[src/source/rv_defines.svh]
`ifndef RV_DEFINES_SVH
`define RV_DEFINES_SVH

// First fetch address out of reset.
`define RV_RESET_PC 32'h0000_0000

// Control-flow epoch width. Wraps harmlessly.
`define RV_TAG_W 3

// ADDI x0, x0, 0.
`define RV_NOP 32'h0000_0013

`endif
[src/source/rv_isa_pkg.sv]
`default_nettype none

`include "rv_defines.svh"

package rv_isa_pkg;

    typedef logic [31:0] word_t;                // Data or address word.
    typedef logic [4:0] reg_idx_t;              // Register index.
    typedef logic [`RV_TAG_W-1:0] tag_t;        // Epoch of an instruction.

    // Internal operations after decode.
    typedef enum logic [4:0] {
        OP_ADD,
        OP_SUB,
        OP_AND,
        OP_OR,
        OP_XOR,
        OP_SLT,
        OP_SLTU,
        OP_SLL,
        OP_SRL,
        OP_SRA,
        OP_LUI,
        OP_LW,
        OP_SW,
        OP_BEQ,
        OP_BNE,
        OP_BLT,
        OP_BGE,
        OP_JAL,
        OP_JALR,
        OP_NOP
    } op_e;

    // RV32I major opcodes that the core knows.
    typedef enum logic [6:0] {
        OPC_OP     = 7'b0110011,
        OPC_OP_IMM = 7'b0010011,
        OPC_LUI    = 7'b0110111,
        OPC_AUIPC  = 7'b0010111,
        OPC_LOAD   = 7'b0000011,
        OPC_STORE  = 7'b0100011,
        OPC_BRANCH = 7'b1100011,
        OPC_JAL    = 7'b1101111,
        OPC_JALR   = 7'b1100111
    } opcode_e;

endpackage

`default_nettype wire

[src/source/rv_pipe_pkg.sv]
`default_nettype none

package rv_pipe_pkg;

    import rv_isa_pkg::*;

    // Decode to execute.
    typedef struct packed {
        word_t    pc;
        op_e      op;
        reg_idx_t rd;       // Zero when nothing is written back.
        word_t    first;    // rs1 or pc.
        word_t    second;   // rs2 or immediate.
        word_t    third;    // Store data or branch/JAL offset.
        tag_t     tag;
    } dec_pkt_t;

    // Execute to retire.
    typedef struct packed {
        op_e      op;
        reg_idx_t rd;
        word_t    result;       // ALU value, link or memory address.
        word_t    target;       // Jump destination.
        logic     write_enable;
        logic     jump;         // Taken branch or jump.
        logic     mem_write;
        word_t    store_data;
        tag_t     tag;
    } exe_pkt_t;

endpackage

`default_nettype wire

[src/source/regbank_if.sv]
`timescale 1ns/1ps
`default_nettype none

// Two combinational read ports of the register bank.
interface regbank_if;

    import rv_isa_pkg::*;

    reg_idx_t rs1;
    reg_idx_t rs2;
    word_t    data1;
    word_t    data2;

    modport reader (output rs1, output rs2, input data1, input data2);
    modport bank (input rs1, input rs2, output data1, output data2);

endinterface

`default_nettype wire

[src/source/puc_rs5.sv]
`timescale 1ns/1ps
`default_nettype none

module puc_rs5 (
    input  logic              clk,
    input  logic              rst_i,
    input  logic              stall_i,
    input  rv_isa_pkg::word_t instruction_i,
    input  rv_isa_pkg::word_t mem_data_i,
    output rv_isa_pkg::word_t instruction_address_o,
    output logic              mem_operation_enable_o,
    output logic [3:0]        mem_write_enable_o,
    output rv_isa_pkg::word_t mem_address_o,
    output rv_isa_pkg::word_t mem_data_o
);

    import rv_isa_pkg::*;
    import rv_pipe_pkg::*;

    regbank_if rf ();

    logic       hazard;
    logic       jump;
    word_t      jump_target;
    word_t      pc_decode;
    tag_t       tag_current;
    word_t      rs1_data;           // Bypassed read data.
    word_t      rs2_data;
    dec_pkt_t   dec_pkt;
    logic       dec_valid;
    exe_pkt_t   exe_pkt;
    logic       exe_valid;
    word_t      mem_read_address;
    word_t      mem_write_address;
    logic       mem_read;
    logic       wb_enable_retire;
    logic       wb_enable;
    reg_idx_t   wb_rd;
    word_t      wb_data;
    logic [3:0] store_strobe;

    fetch i_fetch (
        .clk                   (clk),
        .rst_i                 (rst_i),
        .stall_i               (stall_i),
        .hazard_i              (hazard),
        .jump_i                (jump),
        .jump_target_i         (jump_target),
        .instruction_address_o (instruction_address_o),
        .pc_o                  (pc_decode),
        .tag_o                 (tag_current)
    );

    // Retiring write reaches decode in the same cycle.
    assign rs1_data = (rf.rs1 == wb_rd && wb_rd != '0 && wb_enable) ? wb_data : rf.data1;
    assign rs2_data = (rf.rs2 == wb_rd && wb_rd != '0 && wb_enable) ? wb_data : rf.data2;

    decode i_decode (
        .clk           (clk),
        .rst_i         (rst_i),
        .stall_i       (stall_i),
        .instruction_i (instruction_i),
        .pc_i          (pc_decode),
        .tag_i         (tag_current),
        .rf            (rf.reader),
        .rs1_data_i    (rs1_data),
        .rs2_data_i    (rs2_data),
        .pkt_o         (dec_pkt),
        .valid_o       (dec_valid),
        .hazard_o      (hazard)
    );

    regbank i_regbank (
        .clk            (clk),
        .rst_i          (rst_i),
        .rf             (rf.bank),
        .write_enable_i (wb_enable),
        .rd_i           (wb_rd),
        .data_i         (wb_data)
    );

    execute i_execute (
        .clk                (clk),
        .rst_i              (rst_i),
        .stall_i            (stall_i),
        .pkt_i              (dec_pkt),
        .valid_i            (dec_valid),
        .pkt_o              (exe_pkt),
        .valid_o            (exe_valid),
        .mem_read_address_o (mem_read_address),
        .mem_read_o         (mem_read)
    );

    retire i_retire (
        .pkt_i                  (exe_pkt),
        .valid_i                (exe_valid),
        .tag_i                  (tag_current),
        .mem_data_i             (mem_data_i),
        .regbank_write_enable_o (wb_enable_retire),
        .regbank_rd_o           (wb_rd),
        .regbank_data_o         (wb_data),
        .jump_o                 (jump),
        .jump_target_o          (jump_target),
        .mem_write_enable_o     (store_strobe),
        .mem_write_address_o    (mem_write_address),
        .mem_data_o             (mem_data_o)
    );

    // Retire repeats while stalled. Commit only once.
    assign wb_enable          = wb_enable_retire && !stall_i;
    assign mem_write_enable_o = stall_i ? 4'b0000 : store_strobe;

    always_comb begin
        if (mem_write_enable_o != '0) begin
            mem_address_o[31:2] = mem_write_address[31:2];  // Store owns the bus.
        end else begin
            mem_address_o[31:2] = mem_read_address[31:2];
        end
        mem_address_o[1:0]     = 2'b00;  // Word accesses only.
        mem_operation_enable_o = (mem_write_enable_o != '0) || mem_read;
    end

endmodule

`default_nettype wire

[src/source/regbank.sv]
`timescale 1ns/1ps
`default_nettype none

module regbank (
    input  logic                 clk,
    input  logic                 rst_i,
    regbank_if.bank              rf,
    input  logic                 write_enable_i,
    input  rv_isa_pkg::reg_idx_t rd_i,
    input  rv_isa_pkg::word_t    data_i
);

    import rv_isa_pkg::*;

    word_t regs [1:31];     // x0 has no storage.

    always_ff @(posedge clk) begin
        if (rst_i) begin
            for (int i = 1; i < 32; i++) begin
                regs[i] <= '0;
            end
        end else if (write_enable_i && rd_i != '0) begin
            regs[rd_i] <= data_i;
        end
    end

    assign rf.data1 = (rf.rs1 == '0) ? '0 : regs[rf.rs1];
    assign rf.data2 = (rf.rs2 == '0) ? '0 : regs[rf.rs2];

endmodule

`default_nettype wire

[src/source/retire.sv]
`timescale 1ns/1ps
`default_nettype none

module retire (
    input  rv_pipe_pkg::exe_pkt_t pkt_i,
    input  logic                  valid_i,
    input  rv_isa_pkg::tag_t      tag_i,
    input  rv_isa_pkg::word_t     mem_data_i,
    output logic                  regbank_write_enable_o,
    output rv_isa_pkg::reg_idx_t  regbank_rd_o,
    output rv_isa_pkg::word_t     regbank_data_o,
    output logic                  jump_o,
    output rv_isa_pkg::word_t     jump_target_o,
    output logic [3:0]            mem_write_enable_o,
    output rv_isa_pkg::word_t     mem_write_address_o,
    output rv_isa_pkg::word_t     mem_data_o
);

    import rv_isa_pkg::*;

    logic accept;   // Valid and on the current path.

    assign accept = valid_i && pkt_i.tag == tag_i;

    // Writeback. x0 never written.
    assign regbank_write_enable_o = accept && pkt_i.write_enable && pkt_i.rd != '0;
    assign regbank_rd_o           = pkt_i.rd;
    assign regbank_data_o         = (pkt_i.op == OP_LW) ? mem_data_i : pkt_i.result;

    assign jump_o        = accept && pkt_i.jump;
    assign jump_target_o = pkt_i.target;

    // Word stores only.
    assign mem_write_enable_o  = {4{accept && pkt_i.mem_write}};
    assign mem_write_address_o = pkt_i.result;
    assign mem_data_o          = pkt_i.store_data;

endmodule

`default_nettype wire

[src/source/execute.sv]
`timescale 1ns/1ps
`default_nettype none

module execute (
    input  logic                  clk,
    input  logic                  rst_i,
    input  logic                  stall_i,
    input  rv_pipe_pkg::dec_pkt_t pkt_i,
    input  logic                  valid_i,
    output rv_pipe_pkg::exe_pkt_t pkt_o,
    output logic                  valid_o,
    output rv_isa_pkg::word_t     mem_read_address_o,
    output logic                  mem_read_o
);

    import rv_isa_pkg::*;
    import rv_pipe_pkg::*;

    word_t    sum;          // ADD, addresses and JALR base.
    word_t    link;
    word_t    alu_result;
    logic     equal;
    logic     less_s;
    logic     less_u;
    logic     taken;
    exe_pkt_t next;

    assign sum    = pkt_i.first + pkt_i.second;
    assign link   = pkt_i.pc + 32'd4;
    assign equal  = pkt_i.first == pkt_i.second;
    assign less_s = $signed(pkt_i.first) < $signed(pkt_i.second);
    assign less_u = pkt_i.first < pkt_i.second;

    always_comb begin
        case (pkt_i.op)
            OP_SUB:  alu_result = pkt_i.first - pkt_i.second;
            OP_AND:  alu_result = pkt_i.first & pkt_i.second;
            OP_OR:   alu_result = pkt_i.first | pkt_i.second;
            OP_XOR:  alu_result = pkt_i.first ^ pkt_i.second;
            OP_SLT:  alu_result = {31'b0, less_s};
            OP_SLTU: alu_result = {31'b0, less_u};
            OP_SLL:  alu_result = pkt_i.first << pkt_i.second[4:0];
            OP_SRL:  alu_result = pkt_i.first >> pkt_i.second[4:0];
            OP_SRA:  alu_result = $signed(pkt_i.first) >>> pkt_i.second[4:0];
            OP_LUI:  alu_result = pkt_i.second;
            OP_JAL,
            OP_JALR: alu_result = link;         // Return address.
            default: alu_result = sum;          // ADD, AUIPC, LW and SW.
        endcase
    end

    always_comb begin
        case (pkt_i.op)
            OP_BEQ:  taken = equal;
            OP_BNE:  taken = !equal;
            OP_BLT:  taken = less_s;
            OP_BGE:  taken = !less_s;
            OP_JAL,
            OP_JALR: taken = 1'b1;
            default: taken = 1'b0;
        endcase
    end

    always_comb begin
        next.op     = pkt_i.op;
        next.rd     = pkt_i.rd;
        next.result = alu_result;
        // JALR drops bit 0. Branches and JAL are pc relative.
        next.target = (pkt_i.op == OP_JALR) ? {sum[31:1], 1'b0} : pkt_i.pc + pkt_i.third;
        next.write_enable = pkt_i.rd != '0;     // Decode clears rd otherwise.
        next.jump         = taken;
        next.mem_write    = pkt_i.op == OP_SW;
        next.store_data   = pkt_i.third;
        next.tag          = pkt_i.tag;
    end

    // Load address goes out now, data is back when the load retires.
    assign mem_read_address_o = sum;
    assign mem_read_o         = valid_i && pkt_i.op == OP_LW;

    always_ff @(posedge clk) begin
        if (rst_i) begin
            valid_o <= 1'b0;
        end else if (!stall_i) begin
            valid_o <= valid_i;
            pkt_o   <= next;
        end
    end

endmodule

`default_nettype wire

[src/source/decode.sv]
`timescale 1ns/1ps
`default_nettype none

`include "rv_defines.svh"

module decode (
    input  logic                  clk,
    input  logic                  rst_i,
    input  logic                  stall_i,
    input  rv_isa_pkg::word_t     instruction_i,
    input  rv_isa_pkg::word_t     pc_i,
    input  rv_isa_pkg::tag_t      tag_i,
    regbank_if.reader             rf,
    input  rv_isa_pkg::word_t     rs1_data_i,
    input  rv_isa_pkg::word_t     rs2_data_i,
    output rv_pipe_pkg::dec_pkt_t pkt_o,
    output logic                  valid_o,
    output logic                  hazard_o
);

    import rv_isa_pkg::*;
    import rv_pipe_pkg::*;

    word_t      instruction;    // Word being decoded this cycle.
    word_t      inst_q;         // Copy kept across a hold.
    logic       held_q;         // Last cycle held, so memory moved on.
    tag_t       tag_q;          // Epoch when the word was fetched.
    opcode_e    opcode;
    logic [2:0] funct3;
    word_t      imm_i;
    word_t      imm_s;
    word_t      imm_b;
    word_t      imm_u;
    word_t      imm_j;
    dec_pkt_t   next;

    // Register and immediate ALU ops share funct3.
    function automatic op_e alu_op(input logic [2:0] f3, input logic alt);
        case (f3)
            3'b000:  return alt ? OP_SUB : OP_ADD;
            3'b001:  return OP_SLL;
            3'b010:  return OP_SLT;
            3'b011:  return OP_SLTU;
            3'b100:  return OP_XOR;
            3'b101:  return alt ? OP_SRA : OP_SRL;
            3'b110:  return OP_OR;
            default: return OP_AND;
        endcase
    endfunction

    assign instruction = held_q ? inst_q : instruction_i;
    assign opcode      = opcode_e'(instruction[6:0]);
    assign funct3      = instruction[14:12];
    assign rf.rs1      = instruction[19:15];
    assign rf.rs2      = instruction[24:20];

    assign imm_i = {{20{instruction[31]}}, instruction[31:20]};
    assign imm_s = {{20{instruction[31]}}, instruction[31:25], instruction[11:7]};
    assign imm_b = {{19{instruction[31]}}, instruction[31], instruction[7],
                    instruction[30:25], instruction[11:8], 1'b0};
    assign imm_u = {instruction[31:12], 12'b0};
    assign imm_j = {{11{instruction[31]}}, instruction[31], instruction[19:12],
                    instruction[20], instruction[30:21], 1'b0};

    always_comb begin
        next        = '0;
        next.pc     = pc_i;
        next.tag    = tag_q;
        next.rd     = instruction[11:7];
        next.first  = rs1_data_i;
        next.second = rs2_data_i;
        next.third  = rs2_data_i;   // Store data by default.
        next.op     = OP_NOP;
        case (opcode)
            OPC_OP: next.op = alu_op(funct3, instruction[30]);
            OPC_OP_IMM: begin
                next.op     = alu_op(funct3, funct3 == 3'b101 && instruction[30]);
                next.second = imm_i;    // Shamt sits in the low bits.
            end
            OPC_LUI: begin
                next.op     = OP_LUI;
                next.second = imm_u;
            end
            OPC_AUIPC: begin
                next.op     = OP_ADD;   // pc + upper immediate.
                next.first  = pc_i;
                next.second = imm_u;
            end
            OPC_LOAD: begin
                next.op     = (funct3 == 3'b010) ? OP_LW : OP_NOP;
                next.second = imm_i;
            end
            OPC_STORE: begin
                next.op     = (funct3 == 3'b010) ? OP_SW : OP_NOP;
                next.second = imm_s;
            end
            OPC_BRANCH: begin
                case (funct3)
                    3'b000:  next.op = OP_BEQ;
                    3'b001:  next.op = OP_BNE;
                    3'b100:  next.op = OP_BLT;
                    3'b101:  next.op = OP_BGE;
                    default: next.op = OP_NOP;
                endcase
                next.third = imm_b;
            end
            OPC_JAL: begin
                next.op    = OP_JAL;
                next.third = imm_j;
            end
            OPC_JALR: begin
                next.op     = (funct3 == 3'b000) ? OP_JALR : OP_NOP;
                next.second = imm_i;
            end
            default: next.op = OP_NOP;
        endcase
        if (next.op inside {OP_SW, OP_BEQ, OP_BNE, OP_BLT, OP_BGE, OP_NOP}) begin
            next.rd = '0;   // No writeback, so no hazard either.
        end
    end

    // Result of the instruction in execute is not readable yet.
    assign hazard_o = valid_o && pkt_o.rd != '0 &&
                      (rf.rs1 == pkt_o.rd || rf.rs2 == pkt_o.rd);

    always_ff @(posedge clk) begin
        if (rst_i) begin
            valid_o <= 1'b0;
            held_q  <= 1'b1;        // First word after reset is stale.
            inst_q  <= `RV_NOP;
            tag_q   <= '0;
        end else begin
            held_q <= stall_i || hazard_o;
            inst_q <= instruction;
            if (!stall_i) begin
                valid_o <= !hazard_o;   // Bubble while holding.
                pkt_o   <= next;
                if (!hazard_o) begin
                    tag_q <= tag_i;
                end
            end
        end
    end

endmodule

`default_nettype wire

[src/source/fetch.sv]
`timescale 1ns/1ps
`default_nettype none

`include "rv_defines.svh"

module fetch (
    input  logic              clk,
    input  logic              rst_i,
    input  logic              stall_i,
    input  logic              hazard_i,
    input  logic              jump_i,
    input  rv_isa_pkg::word_t jump_target_i,
    output rv_isa_pkg::word_t instruction_address_o,
    output rv_isa_pkg::word_t pc_o,
    output rv_isa_pkg::tag_t  tag_o
);

    import rv_isa_pkg::*;

    word_t pc;      // Address being fetched now.
    tag_t  tag;     // Current epoch, also the one retire accepts.

    always_ff @(posedge clk) begin
        if (rst_i) begin
            pc   <= `RV_RESET_PC;
            pc_o <= `RV_RESET_PC;
            tag  <= '0;
        end else if (!stall_i) begin
            if (jump_i) begin
                pc  <= jump_target_i;   // Redirect wins over a hazard hold.
                tag <= tag + 1'b1;      // Older instructions are now stale.
            end else if (!hazard_i) begin
                pc <= pc + 32'd4;
            end
            if (!hazard_i) begin
                pc_o <= pc;             // Travels with the returning word.
            end
        end
    end

    assign instruction_address_o = pc;
    assign tag_o                 = tag;

endmodule

`default_nettype wire

[config.mk]
export PLATFORM = sky130hd
export DESIGN_NAME = puc_rs5
export DESIGN_NICKNAME = d
export VERILOG_FILES = /design/src/source/rv_isa_pkg.sv /design/src/source/rv_pipe_pkg.sv /design/src/source/regbank_if.sv /design/src/source/puc_rs5.sv /design/src/source/regbank.sv /design/src/source/retire.sv /design/src/source/execute.sv /design/src/source/decode.sv /design/src/source/fetch.sv
export VERILOG_INCLUDE_DIRS = /design/src /design/src/source
export SDC_FILE = /design/constraint.sdc
export NUM_CORES = 2
export LEC_CHECK = 0
export BUFFER_PORTS_ARGS = -buffer_cell sky130_fd_sc_hd__buf_2
export CAP_MARGIN = 20
export CORE_UTILIZATION = 60
export CTS_BUF_LIST = sky130_fd_sc_hd__clkbuf_4
export CTS_CLUSTER_DIAMETER = 80
export DETAILED_ROUTE_END_ITERATION = 10
export GPL_TIMING_DRIVEN = 0
export HOLD_SLACK_MARGIN = 0.02
export PLACE_DENSITY = 0.77
export SLEW_MARGIN = 40
export SYNTH_ARGS = -nofsm -noshare
export SYNTH_HDL_FRONTEND = slang
export SYNTH_HIERARCHICAL = 1
export SYNTH_SLANG_ARGS = --single-unit
[constraint.sdc]
create_clock -name clk -period 12.3 [get_ports clk]
set_input_delay 2.46 -clock clk [delete_from_list [all_inputs] [get_ports clk]]
set_output_delay 2.46 -clock clk [all_outputs]
set_load 0.01 [all_outputs]
==> run summary <==
The run finished with clean final reports. For the finished layout, the period the worst path requires is 9.908 ns. The number of primary I/O pins came out at 168. The tools report the endpoint type of the worst setup path as an output pin.

Counting the buffers created by CTS gives 369. Type of the tightest min-delay check: reg2reg. The worst path required time came out at 9.84 ns. Launching point of the worst reg2reg path: i_decode/held_q. Measured against its own limit, the worst slew margin works out to 31.58%.

The number of resized instances in the post-cts repair step is 0, and the mean instance size in the synthesized netlist is 12.16 um^2. The critical path data arrival time is 7.45 ns. The clock net in this run drives a total of 1,382 sinks. The final period utilization came out at 80.56%. Die span in y: 376.0 um.

Once detail routing completed, the nets flagged for antenna violations numbered 0. At the pin with the least slew margin, the transition time is 1.023 ns. Setup repair after global routing left no endpoint under its margin. The instance area at placement came out at 88,000 um^2. Area of the mapped netlist: 83,910 um^2.

The critical path is of the reg2out type. The H-tree was split into 5 levels. Setup-violating endpoint count in the final report: 0. The clock edge transition at the registers on the reported setup and hold paths was 0.07 ns. For this run, design rule violations remaining after detail routing come to 0. Power comes to 12.71 mW. The largest net degree at the start of global routing is 33. The HPWL after detailed placement was 271.6 mm; the initial antenna violation count was 35.

The fraction of final layout cells with drive strength greater than 1 is 24.51%. The number of optimization iterations in the first detailed-route pass was 10. The total area of multi-input combinational cells is 39,930 um^2.

After the last flow step, the layout net total stands at 7,692. The nature of the critical path startpoint was a flop. The final count of hold timing violations came out at 0. The accumulated negative setup slack came out at 0 ns.

The critical path starts at i_decode/pkt_o[36]. The clock passes through at most 4 buffers. The die area was 141,400 um^2; the routed length per placed instance was 37.86 um. The via count came out at 69,271. Post-CTS timing repair inserted 0 buffers for setup. Using the TritonRoute via totals, the vias-per-cell ratio works out to 7.184. For the number of rows created at floorplan, the log shows 136. The sequential cells in the finished layout cover a total of 40,450 um^2. Leaving out fill and tap cells, the most frequent cells in the layout are 1,277 x sky130_fd_sc_hd__edfxtp_1, 1,012 x sky130_fd_sc_hd__and2_1, 540 x sky130_fd_sc_hd__clkbuf_4, 404 x sky130_fd_sc_hd__mux4_2, 378 x sky130_fd_sc_hd__mux2i_1. The tools report the post-cts hold buffer count as 0.

The logs give 11,439 for the detailed router's first-iteration violation count and 4.083 ns for the setup slack after placement. Port buffering added 165 buffers. The worst ir drop on vdd is 0.1380 mV, and the overall global routing resource usage is 50.89%.

The library cell used most frequently in the layout, excluding fill and tap cells, is sky130_fd_sc_hd__edfxtp_1. The run gives 6,900 as the gate count after technology mapping. The run gives 0 as the final max-slew violation count. The startpoint identified for the worst hold timing path is i_decode/tag_q[2].

The cell area after layout was 92,690 um^2. The clock reaches the later pin of the worst-skew pair after 1.39 ns. The CTS root buffer was sky130_fd_sc_hd__clkbuf_4.

Hold timing on the final database bottoms out at a slack of 0.4098 ns. Counting instances, the worst hold path has a depth of 0. The highest attainable clock frequency was 0.1009 GHz. In this run the worst path has a maximum fanout of 13. The max-cap violation count is 0. The minimum setup slack in the final design is 2.392 ns. The total number of yosys warnings is 6, and the starting density of the core is 60.73%.

The core area is 138,200 um^2, and the logic depth of the worst register-to-register path is 16. The filler cells instantiated in the layout total 10,268. TritonCTS built the clock tree. Between clock sinks in the finished design, the worst skew comes to 0.1672 ns. Area growth from synthesis to layout: 10.46%. The weighted congestion reported at the end of routability-driven placement was 1.093; the first-pass GRT wire length was 496.5 mm.

The via count of the first global-routing pass is 66,387, and the leakage component of the power is 34.34 nW. Total congestion overflow: 0. From left edge to right edge, the die measures 376.0 um. The total wire length after detailed routing was 365.1 mm. Power spread over the standard cell area amounts to 137.1 nW/um^2.
-- report_power, final --
part / internal (mW) / total [mW] / switching, mW
clock: 2.02 / 4.00 / 1.98
sequential: 5.37 / 5.56 / 0.192
combinational: 1.08 / 3.15 / 2.07
total: 8.47 / 12.7 / 4.24
-- critical path, cell delays in order, from the launching register on --
cell and delay (ns):
sky130_fd_sc_hd__edfxtp_1 0.52, sky130_fd_sc_hd__buf_2 0.31, sky130_fd_sc_hd__clkinv_1 0.34, sky130_fd_sc_hd__clkbuf_1 0.44, sky130_fd_sc_hd__clkbuf_2 0.42, sky130_fd_sc_hd__ha_1 0.47
sky130_fd_sc_hd__a211oi_1 0.55, sky130_fd_sc_hd__o21ai_0 0.38, sky130_fd_sc_hd__nand4_1 0.43, sky130_fd_sc_hd__a31oi_1 0.27, sky130_fd_sc_hd__a211oi_1 0.83, sky130_fd_sc_hd__o21bai_1 0.11
sky130_fd_sc_hd__a21oi_1 0.26, sky130_fd_sc_hd__xnor2_2 0.28, sky130_fd_sc_hd__inv_1 0.08, sky130_fd_sc_hd__mux2_2 0.29, sky130_fd_sc_hd__buf_2 0.14
-- registers in the layout (all words and copies together), names as in the netlist, 3 cells and up --
register	flops
i_decode/inst_q	32
i_decode/pkt_o	141
i_decode/tag_q	3
i_execute/pkt_o	112
i_fetch/instruction_address_o	32
i_fetch/pc_o	32
i_fetch/tag_o	3
i_regbank/regs	1024
-- final timing paths --
check	to	slack, ns
worst max-delay path	mem_address_o[25]	2.39
worst min-delay path	i_decode/pkt_o[2]	0.41
worst max register to register	i_decode/pkt_o[5]	6.12
worst min register to register	i_decode/pkt_o[2]	0.41
-- layer usage --
| metal | GRT usage (%) | share of wire [%] |
|---|---|---|
| met3 | 19.82 | 15 |
| met2 | 75.15 | 43 |
| met5 | 0.2058 | 0.056 |
| met4 | 46.09 | 11 |
| met1 | 56.98 | 31 |
-- area by class of cell --
cell class	instances	area share, %
clock inverters	91	0.4198
clock buffers	540	4.373
flip-flops and latches	1382	43.64
inverters	128	0.5183
multi-input cells	4705	43.08
repair buffers	188	1.317
plain buffers	717	4.062
diodes	29	0.07829
well taps	1863	2.515
-- metrics by stage --
step | utilization (%) | cells
after floorplan | - | 6932
after global placement | 63.10 | 8960
after global routing | 67.06 | 9628
final | 67.08 | 9643
after detailed placement | 63.69 | 8983
after CTS | 66.90 | 9614
Power figures use the tool's default switching activity.
